===== src/replayPkg.sv =====
// Shared widths, bundle types and the flush range test for the replay queue.
// Every other file refers to these by scoped names.
package replayPkg;

    localparam int intLanes = 2;
    localparam int memLanes = 2;
    localparam int queueEntries = 16;
    localparam int queueIndexWidth = 4;
    localparam int queueCountWidth = 5;
    // Pushes that may still arrive once the stall is raised
    localparam int memLatency = 3;
    localparam int almostFullLevel = queueEntries - memLatency;
    localparam int maxInterval = 7;
    localparam int intervalWidth = 3;
    localparam int activeListWidth = 6;
    localparam int mshrCount = 4;
    localparam int mshrPhaseWidth = 3;
    // Load data counts as arrived from this phase on
    localparam int mshrReadyPhase = 4;

    typedef logic [activeListWidth-1:0] activeListPtrT;
    typedef logic [intervalWidth-1:0] intervalT;
    typedef logic [queueCountWidth-1:0] queueCountT;

    typedef struct packed {
        activeListPtrT activeListPtr;
        logic [7:0] opTag;
    } intOpT;

    typedef struct packed {
        activeListPtrT activeListPtr;
        logic isLoad;
        logic hasMshr;
        logic [$clog2(mshrCount)-1:0] mshrId;
        logic [7:0] opTag;
    } memOpT;

    typedef struct packed {
        logic [intLanes-1:0] intValid;
        intOpT [intLanes-1:0] intOp;
        logic [memLanes-1:0] memValid;
        memOpT [memLanes-1:0] memOp;
    } replayBundleT;

    typedef struct packed {
        replayBundleT bundle;
        // Cycles to wait after the previous entry left
        intervalT replayInterval;
    } queueEntryT;

    typedef struct packed {
        logic [mshrCount-1:0] valid;
        logic [mshrCount-1:0][mshrPhaseWidth-1:0] phase;
    } mshrStateT;

    typedef struct packed {
        activeListPtrT headPtr;
        activeListPtrT tailPtr;
        logic flushAll;
    } flushRangeT;

    typedef struct packed {
        logic toRecovery;
        flushRangeT flushRange;
    } recoveryT;

    // Range is [headPtr, tailPtr) and may wrap past the end of the active list
    function automatic logic inFlushRange(activeListPtrT ptr, flushRangeT flushRange);
        if (flushRange.flushAll) begin
            return 1'b1;
        end
        if (flushRange.headPtr <= flushRange.tailPtr) begin
            return (ptr >= flushRange.headPtr) && (ptr < flushRange.tailPtr);
        end
        return (ptr >= flushRange.headPtr) || (ptr < flushRange.tailPtr);
    endfunction

endpackage


===== src/flushRangeTracker.sv =====
// Holds the last recovery flush range and counts how many queue entries
// may still carry ops from it. heldActive doubles as the flushedOpExist level.
`timescale 1ns/1ps

module flushRangeTracker (
    input  logic                  clk,
    input  logic                  rstN,
    input  replayPkg::recoveryT   recovery,
    input  replayPkg::queueCountT count,
    input  logic                  replay,
    output replayPkg::flushRangeT heldRange,
    output logic                  heldActive
);

    // Entries that were queued when the recovery started
    replayPkg::queueCountT suspectCount;

    assign heldActive = (suspectCount != '0);

    always_ff @(posedge clk or negedge rstN) begin
        if (!rstN) begin
            suspectCount <= '0;
        end else if (recovery.toRecovery) begin
            suspectCount <= count;
        end else if (heldActive && replay) begin
            suspectCount <= suspectCount - 1'b1;
        end
    end

    // Flush range of the latest recovery
    always_ff @(posedge clk) begin
        if (recovery.toRecovery) begin
            heldRange <= recovery.flushRange;
        end
    end

    // Count must drain within one queue depth of replays
    drainsWithinDepth: assert property (
        @(posedge clk) disable iff (!rstN)
        $rose(heldActive) |-> (suspectCount <= replayPkg::queueCountWidth'(replayPkg::queueEntries))
    ) else $error("flush count above queue depth");

endmodule


===== src/replayQueue.sv =====
// Top level of the replay queue: recorder, store, flush tracker and scheduler.
// Bundles recorded at issue come back on replayBundle in order, with their spacing.
`timescale 1ns/1ps

module replayQueue (
    input  logic                    clk,
    input  logic                    rstN,
    input  replayPkg::replayBundleT recordBundle,
    input  replayPkg::mshrStateT    mshrState,
    input  replayPkg::recoveryT     recovery,
    output replayPkg::replayBundleT replayBundle,
    output logic                    replay,
    output logic                    stallUpper,
    output logic                    flushedOpExist
);

    logic pushEntry;
    logic popEntry;
    logic full;
    logic empty;
    logic almostFull;
    logic noValidBundle;
    replayPkg::queueEntryT pushData;
    replayPkg::queueEntryT headEntry;
    replayPkg::queueCountT count;
    replayPkg::flushRangeT heldRange;

    replayRecorder i_replayRecorder (
        .clk           (clk),
        .rstN          (rstN),
        .recordBundle  (recordBundle),
        .full          (full),
        .noValidBundle (noValidBundle),
        .pushEntry     (pushEntry),
        .pushData      (pushData)
    );

    replayStore i_replayStore (
        .clk           (clk),
        .rstN          (rstN),
        .pushEntry     (pushEntry),
        .pushData      (pushData),
        .popEntry      (popEntry),
        .headEntry     (headEntry),
        .full          (full),
        .empty         (empty),
        .noValidBundle (noValidBundle),
        .almostFull    (almostFull),
        .count         (count)
    );

    // heldActive is the flushedOpExist level seen outside
    flushRangeTracker i_flushRangeTracker (
        .clk        (clk),
        .rstN       (rstN),
        .recovery   (recovery),
        .count      (count),
        .replay     (replay),
        .heldRange  (heldRange),
        .heldActive (flushedOpExist)
    );

    replayScheduler i_replayScheduler (
        .clk          (clk),
        .rstN         (rstN),
        .headEntry    (headEntry),
        .empty        (empty),
        .mshrState    (mshrState),
        .recovery     (recovery),
        .heldRange    (heldRange),
        .heldActive   (flushedOpExist),
        .almostFull   (almostFull),
        .popEntry     (popEntry),
        .replay       (replay),
        .stallUpper   (stallUpper),
        .replayBundle (replayBundle)
    );

endmodule


===== src/replayRecorder.sv =====
// Input side of the replay queue. Stamps each issued bundle with the number
// of cycles since the previous push and decides whether it enters the store.
// Empty bubbles are pushed while valid bundles remain, so gaps survive replay.
`timescale 1ns/1ps

module replayRecorder (
    input  logic                    clk,
    input  logic                    rstN,
    input  replayPkg::replayBundleT recordBundle,
    input  logic                    full,
    input  logic                    noValidBundle,
    output logic                    pushEntry,
    output replayPkg::queueEntryT   pushData
);

    replayPkg::intervalT intervalIn;
    logic recordValid;

    assign recordValid = (|recordBundle.intValid) || (|recordBundle.memValid);

    // Bubble push keeps spacing only while something valid is still queued
    always_comb begin
        pushEntry = !full && (recordValid || !noValidBundle);
        pushData.bundle = recordBundle;
        pushData.replayInterval = intervalIn;
    end

    // Saturating distance from the last push
    always_ff @(posedge clk or negedge rstN) begin
        if (!rstN) begin
            intervalIn <= '0;
        end else if (pushEntry) begin
            intervalIn <= '0;
        end else if (intervalIn < replayPkg::intervalWidth'(replayPkg::maxInterval)) begin
            intervalIn <= intervalIn + 1'b1;
        end
    end

    // A record while the store is full would be lost
    noPushWhenFull: assert property (
        @(posedge clk) disable iff (!rstN)
        recordValid |-> !full
    ) else $error("record while store full");

endmodule


===== src/replayScheduler.sv =====
// Output side of the replay queue. Pops the head once its interval has
// elapsed and no load in it waits on an MSHR, drops flushed ops and
// registers the bundle for the issue stage. Also drives the upper stall.
`timescale 1ns/1ps

module replayScheduler (
    input  logic                    clk,
    input  logic                    rstN,
    input  replayPkg::queueEntryT   headEntry,
    input  logic                    empty,
    input  replayPkg::mshrStateT    mshrState,
    input  replayPkg::recoveryT     recovery,
    input  replayPkg::flushRangeT   heldRange,
    input  logic                    heldActive,
    input  logic                    almostFull,
    output logic                    popEntry,
    output logic                    replay,
    output logic                    stallUpper,
    output replayPkg::replayBundleT replayBundle
);

    replayPkg::intervalT intervalCount;
    logic [replayPkg::intLanes-1:0] flushInt;
    logic [replayPkg::memLanes-1:0] flushMem;
    logic [replayPkg::memLanes-1:0] loadWaiting;
    logic headValid;

    // Valid bits and ops are registered apart
    logic [replayPkg::intLanes-1:0] intValidReg;
    logic [replayPkg::memLanes-1:0] memValidReg;
    replayPkg::intOpT [replayPkg::intLanes-1:0] intOpReg;
    replayPkg::memOpT [replayPkg::memLanes-1:0] memOpReg;

    // The just-arrived range is checked too, since the held copy lags a cycle
    always_comb begin
        for (int i = 0; i < replayPkg::intLanes; i++) begin
            flushInt[i] =
                (heldActive &&
                 replayPkg::inFlushRange(headEntry.bundle.intOp[i].activeListPtr, heldRange)) ||
                (recovery.toRecovery &&
                 replayPkg::inFlushRange(headEntry.bundle.intOp[i].activeListPtr,
                                         recovery.flushRange));
        end
        for (int i = 0; i < replayPkg::memLanes; i++) begin
            flushMem[i] =
                (heldActive &&
                 replayPkg::inFlushRange(headEntry.bundle.memOp[i].activeListPtr, heldRange)) ||
                (recovery.toRecovery &&
                 replayPkg::inFlushRange(headEntry.bundle.memOp[i].activeListPtr,
                                         recovery.flushRange));
        end
    end

    // A flushed load is let through since its MSHR may never become ready
    always_comb begin
        for (int i = 0; i < replayPkg::memLanes; i++) begin
            loadWaiting[i] =
                headEntry.bundle.memValid[i] && !flushMem[i] &&
                headEntry.bundle.memOp[i].isLoad &&
                headEntry.bundle.memOp[i].hasMshr &&
                mshrState.valid[headEntry.bundle.memOp[i].mshrId] &&
                (mshrState.phase[headEntry.bundle.memOp[i].mshrId] <
                 replayPkg::mshrPhaseWidth'(replayPkg::mshrReadyPhase));
        end
        headValid = (|headEntry.bundle.intValid) || (|headEntry.bundle.memValid);
        popEntry = !empty && (intervalCount >= headEntry.replayInterval) &&
                   (loadWaiting == '0);
    end

    always_ff @(posedge clk or negedge rstN) begin
        if (!rstN) begin
            intervalCount <= '0;
            intValidReg <= '0;
            memValidReg <= '0;
            replay <= 1'b0;
        end else begin
            if (popEntry) begin
                intervalCount <= '0;
            end else if (intervalCount < replayPkg::intervalWidth'(replayPkg::maxInterval)) begin
                intervalCount <= intervalCount + 1'b1;
            end
            intValidReg <= popEntry ? (headEntry.bundle.intValid & ~flushInt) : '0;
            memValidReg <= popEntry ? (headEntry.bundle.memValid & ~flushMem) : '0;
            replay <= popEntry && headValid;
        end
    end

    always_ff @(posedge clk) begin
        intOpReg <= headEntry.bundle.intOp;
        memOpReg <= headEntry.bundle.memOp;
    end

    always_comb begin
        replayBundle.intValid = intValidReg;
        replayBundle.intOp = intOpReg;
        replayBundle.memValid = memValidReg;
        replayBundle.memOp = memOpReg;
        stallUpper = replay || almostFull;
    end

    noValidWithoutReplay: assert property (
        @(posedge clk) disable iff (!rstN)
        !replay |-> (intValidReg == '0) && (memValidReg == '0)
    ) else $error("replayBundle valid while replay low");

endmodule


===== src/replayStore.sv =====
// Circular buffer holding recorded entries in order.
// Tracks occupancy and how many stored bundles carry a valid op;
// the head entry is read combinationally by the scheduler.
`timescale 1ns/1ps

module replayStore (
    input  logic                  clk,
    input  logic                  rstN,
    input  logic                  pushEntry,
    input  replayPkg::queueEntryT pushData,
    input  logic                  popEntry,
    output replayPkg::queueEntryT headEntry,
    output logic                  full,
    output logic                  empty,
    output logic                  noValidBundle,
    output logic                  almostFull,
    output replayPkg::queueCountT count
);

    replayPkg::queueEntryT entries [replayPkg::queueEntries];

    logic [replayPkg::queueIndexWidth-1:0] headPtr;
    logic [replayPkg::queueIndexWidth-1:0] tailPtr;
    replayPkg::queueCountT validCount;
    replayPkg::queueCountT validCountNext;
    logic pushValid;
    logic popValid;

    assign headEntry = entries[headPtr];

    always_comb begin
        full = (count == replayPkg::queueCountWidth'(replayPkg::queueEntries));
        empty = (count == '0);
        almostFull = (count >= replayPkg::queueCountWidth'(replayPkg::almostFullLevel));
        noValidBundle = (validCount == '0);

        pushValid = (|pushData.bundle.intValid) || (|pushData.bundle.memValid);
        popValid = (|headEntry.bundle.intValid) || (|headEntry.bundle.memValid);

        validCountNext = validCount;
        if (pushEntry && pushValid) begin
            validCountNext = validCountNext + 1'b1;
        end
        if (popEntry && popValid) begin
            validCountNext = validCountNext - 1'b1;
        end
    end

    always_ff @(posedge clk) begin
        if (pushEntry) begin
            entries[tailPtr] <= pushData;
        end
    end

    // Pointers wrap on their own since the depth is a power of two
    always_ff @(posedge clk or negedge rstN) begin
        if (!rstN) begin
            headPtr <= '0;
            tailPtr <= '0;
            count <= '0;
            validCount <= '0;
        end else begin
            if (pushEntry) begin
                tailPtr <= tailPtr + 1'b1;
            end
            if (popEntry) begin
                headPtr <= headPtr + 1'b1;
            end
            case ({pushEntry, popEntry})
                2'b10: count <= count + 1'b1;
                2'b01: count <= count - 1'b1;
                default: count <= count;
            endcase
            validCount <= validCountNext;
        end
    end

    noPopWhenEmpty: assert property (
        @(posedge clk) disable iff (!rstN) popEntry |-> !empty
    ) else $error("pop from empty store");

    noPushWhenFull: assert property (
        @(posedge clk) disable iff (!rstN) pushEntry |-> !full
    ) else $error("push into full store");

endmodule


===== config.mk =====
export PLATFORM = sky130hd
export DESIGN_NAME = replayQueue
export DESIGN_NICKNAME = d
export VERILOG_FILES = /design/src/replayPkg.sv /design/src/flushRangeTracker.sv /design/src/replayQueue.sv /design/src/replayRecorder.sv /design/src/replayScheduler.sv /design/src/replayStore.sv
export SDC_FILE = /design/constraint.sdc
export NUM_CORES = 1
export LEC_CHECK = 0
export ABC_AREA = 1
export ABC_CLOCK_PERIOD_IN_PS = 7440
export BUFFER_PORTS_ARGS = -buffer_cell sky130_fd_sc_hd__buf_2
export CAP_MARGIN = 10
export CORE_ASPECT_RATIO = 0.9
export CORE_UTILIZATION = 31
export DETAILED_ROUTE_END_ITERATION = 10
export PLACE_DENSITY_LB_ADDON = 0.15
export SLEW_MARGIN = 20
export SYNTH_ARGS = -nofsm -noshare
export SYNTH_HDL_FRONTEND = slang
export SYNTH_HIERARCHICAL = 1
export SYNTH_SLANG_ARGS = --single-unit

===== constraint.sdc =====
create_clock -name clk -period 7.44 [get_ports clk]
set_input_delay 0.372 -clock clk [delete_from_list [all_inputs] [get_ports clk]]
set_output_delay 0.372 -clock clk [all_outputs]
set_load 0.01 [all_outputs]

==> flow_metrics.py, run 1 <==
metrics = {
    "run_status": {
        "outcome": "finished clean",
    },
    "clock_tree": {
        "clkSinkCount": 1247,
        "cts.htree.levels": 4,
        "cts.reportedPaths.clkPinSlew_ns": 0.06,
        "clock_path_buffers": 3,
        "cts_root_buf": "clkbuf_16",
        "worstSkewPairLatency_ns": 0.77,
        "cts-buffers-inserted": 140,
        "tritoncts": "built",
    },
    "worst_setup_path": {
        "reg2regPathDepth": 24,
        "crit_slowest_cell": "dfrtp_4",
        "path_max_fanout": 238,
        "r2r_slack_ns": 1.17,
        "end_kind": "flop",
        "cp.arrival_ns": 6.92,
        "crit_buf_inv": 3,
        "critPathTopFamily": "compound AO/OA/AOI/OAI gates",
        "worst-setup-path-type": "flop to flop",
        "startpoint_type": "flop",
        "cpPeakStageDelay_ns": 0.80,
        "path_common_cell": "a21oi_1",
        "cp_cell_sequence": "clkinv_16, o21ai_0, o22ai_1, o211ai_1, nand2_1, ha_1, a21oi_1, nand2_1, a21oi_1, a21oi_1, nand2_1, nand2_2, nand4_4, nand3_4, inv_1, ha_1, ha_1, a21oi_1, nor2_1, nor2_1, inv_1, a21oi_1, o21ai_0, xor2_1",
        "timing.rr.start": "i_replayStore/headPtr[0]$_DFFE_PN0P_",
        "rr_endpoint": "i_replayStore/count[4]$_DFFE_PN0P_",
        "critPathRequiredTime_ns": 8.09,
    },
    "synth": {
        "syn-mean-instance-area_um2": 12.9,
        "seq_area_frac_synth_pct": 71.8,
        "syn-instance-count": 3948,
        "synthFlopType": "edfxtp_1",
        "post-synth-top-area-cell": "edfxtp_1",
        "synth_nets": 4167,
        "ys_types": 53,
        "async_flop_share_pct": 2.73,
        "synthTopCellsByArea": "edfxtp_1 (68%), o21ai_0 (5.2%), nor2_1 (4.3%)",
        "synth-edff-count": 1149,
        "yosysWarnings": 6,
        "ys_ff_latch": 1247,
        "synth_top_cell_area_share_pct": 67.6,
        "syn-cell-area_um2": 51000,
    },
    "sta": {
        "layout_min_cycle_time_ns": 6.27,
        "finalMaxSlewViolations": 0,
        "period_share_pct": 84.3,
        "relSlewSlack_pct": 22.8,
        "setup_total_negative_slack_ns": 0,
        "skew_ns": 0.0237,
        "finalSetupViolCount": 0,
        "timing.fmax_mhz": 159,
        "rsz0062_at_grt": "false",
        "worstMarginPinSlew_ns": 1.16,
        "hold_violations": 0,
    },
    "route": {
        "first_iter_violations": 2486,
        "wire_per_inst_um": 23.4,
        "first_pass_iters": 7,
        "routed-via-count": 31700,
        "postRouteWirelength_um": 148000,
        "ant_nets": 0,
        "drc": 0,
        "via_per_inst": 5.00,
    },
    "floorplanning": {
        "io_pins": 171,
        "die-area_um2": 166000,
        "core-area_um2": 163000,
        "num_rows": 140,
        "die_h_um": 387,
        "start_util_pct": 31.4,
        "die_w_um": 430,
    },
    "flow_run": {
        "max_cap_violations": 0,
    },
    "power": {
        "vdd_ir_drop_max_v": 0.000453,
        "p_leak_uw": 0.0204,
        "power_density_nw_per_um2": 444,
    },
    "worst_hold_path": {
        "hold_start": "recordBundle[37]",
        "hold_class": "input pin to flop",
        "hold_end": "i_replayStore/entries[15][40]$_DFFE_PP_",
        "holdPathStages": 1,
    },
    "layout": {
        "nNetsFinal": 4311,
        "mostFrequentLayoutCells": "edfxtp_1 (1,149), nor2_1 (574), o21ai_0 (535)",
        "final_layout_size_suffix_gt1_share_pct": 11.5,
        "area_growth_pct": 15.4,
        "stdcell_count": 6336,
        "final_common_cell": "edfxtp_1",
    },
    "place": {
        "port-buffer-count": 162,
        "gp_congestion": 0.739,
        "dpl.hpwl_um": 76100,
        "dpl.cell_count": 5999,
    },
    "grt": {
        "antenna_found_initial": 16,
        "grt_pass1_wl_um": 218000,
        "grt_usage_pct": 17.7,
        "first_global_vias": 31000,
        "grt_max_degree": 239,
        "overflow": 0,
    },
}
-- final cells by class --
class / instances / area (µm²)
Multi-Input combinational cell: 2227 / 12300
Inverter: 169 / 678
Tap cell: 2130 / 2670
Fill cell: 15700 / 104000
Timing Repair Buffer: 307 / 2140
Sequential cell: 1247 / 36700
Clock buffer: 191 / 3940
Clock inverter: 63 / 538
Antenna cell: 2 / 5.00
-- layer usage --
| metal | global-route usage (%) | vias up | wire length, µm |
|---|---|---|---|
| met3 | 2.66 | 195 | 5780 |
| li1 | - | 14800 | - |
| met4 | 4.26 | 6 | 2690 |
| met2 | 28.5 | 665 | 69600 |
| met5 | 0 | - | 41 |
| met1 | 24.9 | 16000 | 70400 |
-- flip-flops by register name (all words and copies together) (netlist names) --
register	flops
i_replayScheduler/replayBundle	64
i_flushRangeTracker/heldRange	13
i_replayStore/validCount	5
i_replayStore/entries	1136
i_replayStore/count	5
i_replayScheduler/intervalCount	3
i_replayRecorder/intervalIn	3
i_replayStore/headPtr	4
i_replayScheduler/memValidReg	2
i_replayScheduler/replay	1
i_replayStore/tailPtr	4
i_replayScheduler/intValidReg	2
i_flushRangeTracker/suspectCount	5
-- per-stage QoR --
step	setup slack [ns]	area [µm²]	util, %	total power [µW]	hold slack [ns]
floorplan	2.79	51000	-	15900	0.0764
global placement	1.29	53600	32.9	19600	0.494
detailed placement	1.28	53600	32.9	19600	0.501
CTS	1.28	58900	36.2	26600	0.0179
global route	0.834	58900	36.2	27800	0.0424
finish	1.17	58900	36.2	26200	0.0824
-- synth_stat cells, types with 34 or more instances --
master       n
nand3_1    120
nand2_1    342
clkbuf_1   148
o21ai_1     35
buf_2       64
o211ai_1    84
nor2_1     590
inv_1      166
dfrtp_1     34
o21ai_0    535
ha_1       118
a21oi_1     59
o221ai_1   188
buf_4       78
edfxtp_1  1149
dfxtp_1     64
o22ai_1     80
-- report_power, final --
part	total [µW]	switching, µW	internal, µW
Clock	6810	2830	3990
Combinational	9590	7000	2590
Sequential	9750	515	9240
-- logic make-up after synthesis --
group / after synthesis / synth area share, %
fa+ha+maj: 119 / 2.93
xor+xnor: 13 / 0.223
simple gates: 1094 / 8.73
buf+inv: 474 / 4.40
compound gates: 1001 / 11.9
flops: 1247 / 71.8
-- worst max-delay path by stage --
stage | startpoint | endpoint | cells past startpoint | slack [ns]
finish | i_replayStore/headPtr[0]$_DFFE_PN0P_ | i_replayStore/count[4]$_DFFE_PN0P_ | 24 | 1.17
global route | i_replayStore/headPtr[0]$_DFFE_PN0P_ | i_replayStore/count[4]$_DFFE_PN0P_ | 26 | 0.83
CTS | i_replayStore/headPtr[0]$_DFFE_PN0P_ | i_replayStore/count[4]$_DFFE_PN0P_ | 26 | 1.28
detailed placement | i_replayStore/headPtr[0]$_DFFE_PN0P_ | i_replayStore/count[4]$_DFFE_PN0P_ | 26 | 1.28
global placement | i_replayStore/headPtr[0]$_DFFE_PN0P_ | i_replayStore/count[4]$_DFFE_PN0P_ | 26 | 1.29
floorplan | i_replayStore/validCount[0]$_DFF_PN0_ | i_replayStore/entries[11][0]$_DFFE_PP_ | 10 | 2.79
-- what timing repair did --
item,in CTS,in global routing
hold buffers,81,0
hold endpoints to repair,1100,0
gates resized for setup,0,0
setup buffers,0,0
(Power assumes the default switching activity.)
==> run 2: changes to the inputs <==
--- a/config.mk
+++ b/config.mk
@@ -5,8 +5,8 @@
 export SDC_FILE = /design/constraint.sdc
 export NUM_CORES = 1
 export LEC_CHECK = 0
-export ABC_AREA = 1
-export ABC_CLOCK_PERIOD_IN_PS = 7440
+export ABC_AREA = 0
+export ABC_CLOCK_PERIOD_IN_PS = 5640
 export BUFFER_PORTS_ARGS = -buffer_cell sky130_fd_sc_hd__buf_2
 export CAP_MARGIN = 10
 export CORE_ASPECT_RATIO = 0.9
==> constraint.sdc (replaced) <==
create_clock -name clk -period 5.64 [get_ports clk]
set_input_delay 0.282 -clock clk [delete_from_list [all_inputs] [get_ports clk]]
set_output_delay 0.282 -clock clk [all_outputs]
set_load 0.01 [all_outputs]
==> flow_metrics.py, run 2 <==
metrics = {
    "worst_setup_path": {
        "cp_cell_sequence": "buf_12, buf_4, mux4_2, mux4_2, ha_1, a21oi_1, nand2_1, a41oi_1, maj3_2, o21ai_1, nor3b_4, nor2_1, ha_1, buf_4, buf_4, ha_1, a21o_1, a21oi_1, xor2_1, o21ai_0",
        "crit_buf_inv": 4,
        "startpoint": "i_replayStore/headPtr[0]$_DFFE_PN0P_",
        "critPathTopFamily": "multiplexers",
        "startpoint_type": "flop",
        "end_kind": "flop",
        "critPathRequiredTime_ns": 6.24,
        "cp.arrival_ns": 5.89,
        "path_max_fanout": 18,
        "cpPeakStageDelay_ns": 0.64,
        "reg2regPathDepth": 20,
        "timing.rr.start": "i_replayStore/headPtr[0]$_DFFE_PN0P_",
        "crit_slowest_cell": "mux4_2",
        "worst-setup-path-type": "flop to flop",
        "crit_cells": 20,
    },
    "floorplanning": {
        "die-area_um2": 160000,
        "core-area_um2": 157000,
        "start_util_pct": 31.3,
        "num_rows": 138,
        "io_pins": 171,
        "die_w_um": 422,
        "die_h_um": 380,
    },
    "synth": {
        "synth_nets": 2452,
        "synthFlopType": "edfxtp_1",
        "synth-edff-count": 1149,
        "ys_ff_latch": 1247,
        "synthTopCellsByArea": "edfxtp_1 (70%), mux4_2 (16%), ha_1 (3.0%)",
        "ys_types": 76,
        "syn-mean-instance-area_um2": 22.0,
        "synth_top_cell_area_share_pct": 70.1,
        "post-synth-top-area-cell": "edfxtp_1",
        "syn-instance-count": 2233,
        "yosysWarnings": 6,
        "async_flop_share_pct": 2.73,
        "syn-cell-area_um2": 49200,
        "yosys.cell_count.top_type": "edfxtp_1",
        "seq_area_frac_synth_pct": 74.4,
        "ys_top_cells_by_count": "edfxtp_1 (1,149), mux4_2 (349), ha_1 (118), buf_4 (68), dfxtp_1 (64)",
    },
    "worst_hold_path": {
        "hold_start": "recovery[13]",
        "holdPathStages": 1,
        "hold_class": "input pin to flop",
    },
    "sta": {
        "layout_min_cycle_time_ns": 5.29,
        "worstMarginPinSlew_ns": 1.06,
        "relSlewSlack_pct": 29.2,
        "skew_ns": 0.0374,
        "setup_total_negative_slack_ns": 0,
        "period_share_pct": 93.7,
        "rsz0062_at_grt": "false",
        "finalMaxSlewViolations": 0,
        "fin_hold_ws_ns": 0.0555,
        "timing.fmax_mhz": 189,
        "finalSetupViolCount": 0,
        "hold_violations": 0,
    },
    "layout": {
        "fin_util_pct": 36.7,
        "area_growth_pct": 17.6,
        "final_common_cell": "edfxtp_1",
        "nNetsFinal": 2752,
        "mostFrequentLayoutCells": "edfxtp_1 (1,149), mux4_2 (349), buf_2 (162)",
        "final_layout_size_suffix_gt1_share_pct": 30.5,
        "largest_reg_flops": 1136,
        "regMostFlops": "i_replayStore/entries",
    },
    "grt": {
        "antenna_found_initial": 10,
        "first_global_vias": 25000,
        "grt_max_degree": 91,
        "overflow": 0,
        "grt_pass1_wl_um": 180000,
        "grt_usage_pct": 15.6,
    },
    "clock_tree": {
        "cts_root_buf": "clkbuf_16",
        "cts.reportedPaths.clkPinSlew_ns": 0.06,
        "clkSinkCount": 1247,
        "cts_resized": 0,
        "post_cts_buffers": 0,
        "worstSkewPairLatency_ns": 0.77,
        "tritoncts": "built",
        "cts-buffers-inserted": 140,
        "clock_path_buffers": 3,
        "cts.htree.levels": 4,
    },
    "place": {
        "port-buffer-count": 162,
        "dpl.hpwl_um": 68800,
        "gp_congestion": 0.767,
    },
    "power": {
        "switching_share_pct": 32.3,
        "clkPwrFrac_pct": 26.9,
        "p_leak_uw": 0.0191,
        "vdd_ir_drop_max_v": 0.000365,
        "comb_power_share_pct": 33.6,
        "internal-power_uw": 22000,
        "p_sw_uw": 10500,
        "power_density_nw_per_um2": 562,
        "p_seq_share_pct": 39.5,
    },
    "flow_run": {
        "max_cap_violations": 0,
    },
    "route": {
        "ant_nets": 0,
        "postRouteWirelength_um": 125000,
        "routed-via-count": 23000,
        "first_pass_iters": 5,
        "drc": 0,
        "wire_per_inst_um": 26.3,
        "first_iter_violations": 1516,
        "via_per_inst": 4.84,
    },
    "run_status": {
        "outcome": "finished clean",
    },
}
## run 2: layout make-up
class / count / area, µm²
clock buffers: 202 / 3810
well taps: 2100 / 2630
inverters: 42 / 158
clock inverters: 57 / 629
multi-input cells: 790 / 11600
flip-flops and latches: 1247 / 36700
fillers: 14400 / 99600
repair buffers: 312 / 2400
diodes: 3 / 7.51
## run 2: cells by family (layout without fill, tap and decap cells)
group	Yosys count	in the layout	synth area share (%)
adders and majority gates	120	120	3.06
and+or+nand+nor	162	162	1.88
AOI/OAI and AO/OA	132	132	1.86
muxes	356	356	16.3
xor gates and xnor gates	20	20	0.371
other	0	3	0
buffers and inverters	196	613	2.14
DFF	1247	1247	74.4
## run 2: final timing paths
check                                                            endpoint  slack, ns
max                                    i_replayStore/count[3]$_DFFE_PN0P_       0.35
min                            i_flushRangeTracker/heldRange[8]$_DFFE_PP_       0.06
max reg2reg                            i_replayStore/count[3]$_DFFE_PN0P_       0.35
min reg2reg                i_replayScheduler/intervalCount[0]$_DFFE_PN0P_       0.53
max in group asynchronous            i_replayStore/headPtr[3]$_DFFE_PN0P_       4.66
min in group asynchronous           i_replayStore/validCount[3]$_DFF_PN0_       0.25
## run 2: metrics by stage
step / instance area, µm² / instances / setup slack [ns] / power, µW
2_1_floorplan: 49200 / 2233 / 0.242 / 20000
3_3_place_gp: 52600 / 4409 / 0.372 / 24100
3_5_place_dp: 52600 / 4409 / 0.323 / 24300
4_1_cts: 57800 / 4750 / 0.298 / 33200
6_report: 57800 / 4753 / 0.353 / 32500
5_1_grt: 57800 / 4753 / 0.111 / 34200
## run 2: timing repair
action                                  4_1_cts  5_1_grt
endpoints found under the setup margin        0        0
hold endpoints to repair                   1137        0
hold buffers                                 82        0
## run 2: routing by layer
layer | global-route usage (%) | up-vias | wire length (µm)
met1 | 20.4 | 12400 | 53900
li1 | - | 9928 | -
met3 | 2.98 | 181 | 5230
met2 | 26.4 | 496 | 62800
met4 | 4.48 | 2 | 2870
met5 | 0 | - | 10
## run 2: power by group through the flow
stage	clock network, µW	logic (µW)	registers (µW)
finish	8750	10900	12800
global route	9340	11800	13000
CTS	9000	11300	12900
detailed placement	0	11200	13100
global placement	0	11100	13000
floorplan	0	7110	12900
==> run 3: changes to the inputs <==
--- a/config.mk
+++ b/config.mk
@@ -5,7 +5,7 @@
 export SDC_FILE = /design/constraint.sdc
 export NUM_CORES = 1
 export LEC_CHECK = 0
-export ABC_AREA = 0
+export ABC_AREA = 1
 export ABC_CLOCK_PERIOD_IN_PS = 5640
 export BUFFER_PORTS_ARGS = -buffer_cell sky130_fd_sc_hd__buf_2
 export CAP_MARGIN = 10
==> flow_metrics.py, run 3 (synthesis gave the netlist of run 1 again) <==
metrics = {
    "run_status": {
        "outcome": "finished clean",
    },
    "clock_tree": {
        "ctsHoldBuffers": 83,
        "cts-buffers-inserted": 138,
        "post_cts_buffers": 0,
        "cts.htree.levels": 4,
        "clkSinkCount": 1247,
        "cts.reportedPaths.clkPinSlew_ns": 0.06,
        "tritoncts": "built",
        "cts_resized": 0,
        "clock_path_buffers": 3,
        "worstSkewPairLatency_ns": 0.77,
        "cts_root_buf": "clkbuf_16",
    },
    "sta": {
        "layout_min_cycle_time_ns": 5.07,
        "rsz0062_at_grt": "false",
        "skew_ns": 0.0302,
        "setup_ws_ns": 0.568,
        "finalMaxSlewViolations": 0,
        "timing.fmax_mhz": 197,
        "hold_violations": 0,
        "period_share_pct": 89.9,
        "finalSetupViolCount": 0,
        "fin_hold_ws_ns": 0.176,
        "relSlewSlack_pct": 27.7,
        "setup_total_negative_slack_ns": 0,
        "worstMarginPinSlew_ns": 1.08,
    },
    "worst_setup_path": {
        "cpPeakStageDelay_ns": 0.67,
        "critPathRequiredTime_ns": 6.28,
        "end_kind": "flop",
        "worst-setup-path-type": "flop to flop",
        "path_common_cell": "nand2_1",
        "startpoint_type": "flop",
        "path_max_fanout": 138,
        "crit_slowest_cell": "dfrtp_4",
        "cp.arrival_ns": 5.72,
    },
    "power": {
        "p_leak_uw": 0.0207,
        "power_density_nw_per_um2": 591,
        "vdd_ir_drop_max_v": 0.000419,
    },
    "place": {
        "gp_congestion": 0.753,
        "port-buffer-count": 162,
        "placedInstanceArea_um2": 54200,
        "pre_cts_ws_ns": 0.578,
        "dpl.cell_count": 6041,
        "dpl.hpwl_um": 80600,
    },
    "route": {
        "drc": 0,
        "via_per_inst": 5.03,
        "ant_nets": 0,
        "wire_per_inst_um": 23.8,
        "first_iter_violations": 2582,
        "routed-via-count": 32100,
        "first_pass_iters": 8,
        "postRouteWirelength_um": 152000,
    },
    "floorplanning": {
        "num_rows": 140,
        "core-area_um2": 163000,
        "start_util_pct": 31.4,
        "die_h_um": 387,
        "io_pins": 171,
        "die-area_um2": 166000,
        "die_w_um": 430,
    },
    "layout": {
        "regMostFlops": "i_replayStore/entries",
        "final_area_um2": 59600,
        "area_growth_pct": 16.7,
        "stdcell_count": 6381,
        "final_common_cell": "edfxtp_1",
        "nNetsFinal": 4353,
        "mostFrequentLayoutCells": "edfxtp_1 (1,149), nor2_1 (574), o21ai_0 (535)",
        "final_layout_size_suffix_gt1_share_pct": 12.3,
        "largest_reg_flops": 1136,
    },
    "worst_hold_path": {
        "hold_class": "input pin to async pin",
    },
    "grt": {
        "grt_usage_pct": 18.0,
        "grt_pass1_wl_um": 221000,
        "first_global_vias": 31100,
        "grt_max_degree": 173,
        "overflow": 0,
        "antenna_found_initial": 20,
    },
    "flow_run": {
        "max_cap_violations": 0,
    },
}
run 3: changes by cell type in the layout (fill, tap and decap cells not counted), sizes merged, moves of 126 or more:
cell    delta
mux4     -353
nor2     +585
inv      +126
o21ai    +548
o221ai   +188
nand2    +315
run 3: per-stage QoR:
| step | utilization, % | power (µW) |
|---|---|---|
| floorplan | - | 21000 |
| global placement | 33.2 | 26300 |
| detailed placement | 33.3 | 26400 |
| CTS | 36.6 | 35700 |
| global route | 36.6 | 37400 |
| finish | 36.6 | 35200 |
run 3: final cells by class:
| class | instances | area (µm²) |
|---|---|---|
| repair buffers | 351 | 2720 |
| inverters | 169 | 678 |
| fillers | 15700 | 103000 |
| clock buffers | 187 | 3890 |
| clock inverters | 64 | 667 |
| flip-flops and latches | 1247 | 36700 |
| diodes | 6 | 15.0 |
| well taps | 2130 | 2670 |
| multi-input cells | 2227 | 12300 |
run 3: path summary, 6_finish.rpt:
kind | startpoint | end | slack [ns] | depth (start not counted)
setup / recovery | i_replayStore/headPtr[0]$_DFFE_PN0P_ | i_replayStore/count[4]$_DFFE_PN0P_ | 0.57 | 26
hold / removal | rstN | i_flushRangeTracker/suspectCount[1]$_DFFE_PN0P_ | 0.18 | 2
setup reg to reg | i_replayStore/headPtr[0]$_DFFE_PN0P_ | i_replayStore/count[4]$_DFFE_PN0P_ | 0.57 | 26
hold reg to reg | i_flushRangeTracker/suspectCount[4]$_DFFE_PN0P_ | i_flushRangeTracker/suspectCount[4]$_DFFE_PN0P_ | 0.52 | 2
max in group asynchronous | rstN | i_replayStore/headPtr[2]$_DFFE_PN0P_ | 4.81 | 2
min in group clk | recovery[3] | i_flushRangeTracker/heldRange[3]$_DFFE_PP_ | 0.27 | 2
run 3: power by group:
group          internal [µW]  leakage, µW  switching [µW]  total, µW
registers              12200       0.0114             556      12700
clock network           5380      0.00222            3760       9140
logic                   3770      0.00709            9570      13300
run 3: routing by layer:
layer	vias up	share of wire (%)	GRT usage, %
li1	14900	-	-
met1	16200	46	25.1
met2	735	47	29.0
met3	221	4.4	3.01
met4	10	2.2	4.79
met5	-	0.041	0
run 3: worst max-delay path, delay by kind of cell (launching register included):
kind	cells	cell delay (ns)
buffers and inverters	4	0.78
adder cells (fa/ha/maj)	3	1.11
flip-flops	1	0.67
XOR/XNOR	1	0.15
AO/OA/AOI/OAI	8	0.91
AND/OR/NAND/NOR	10	1.21
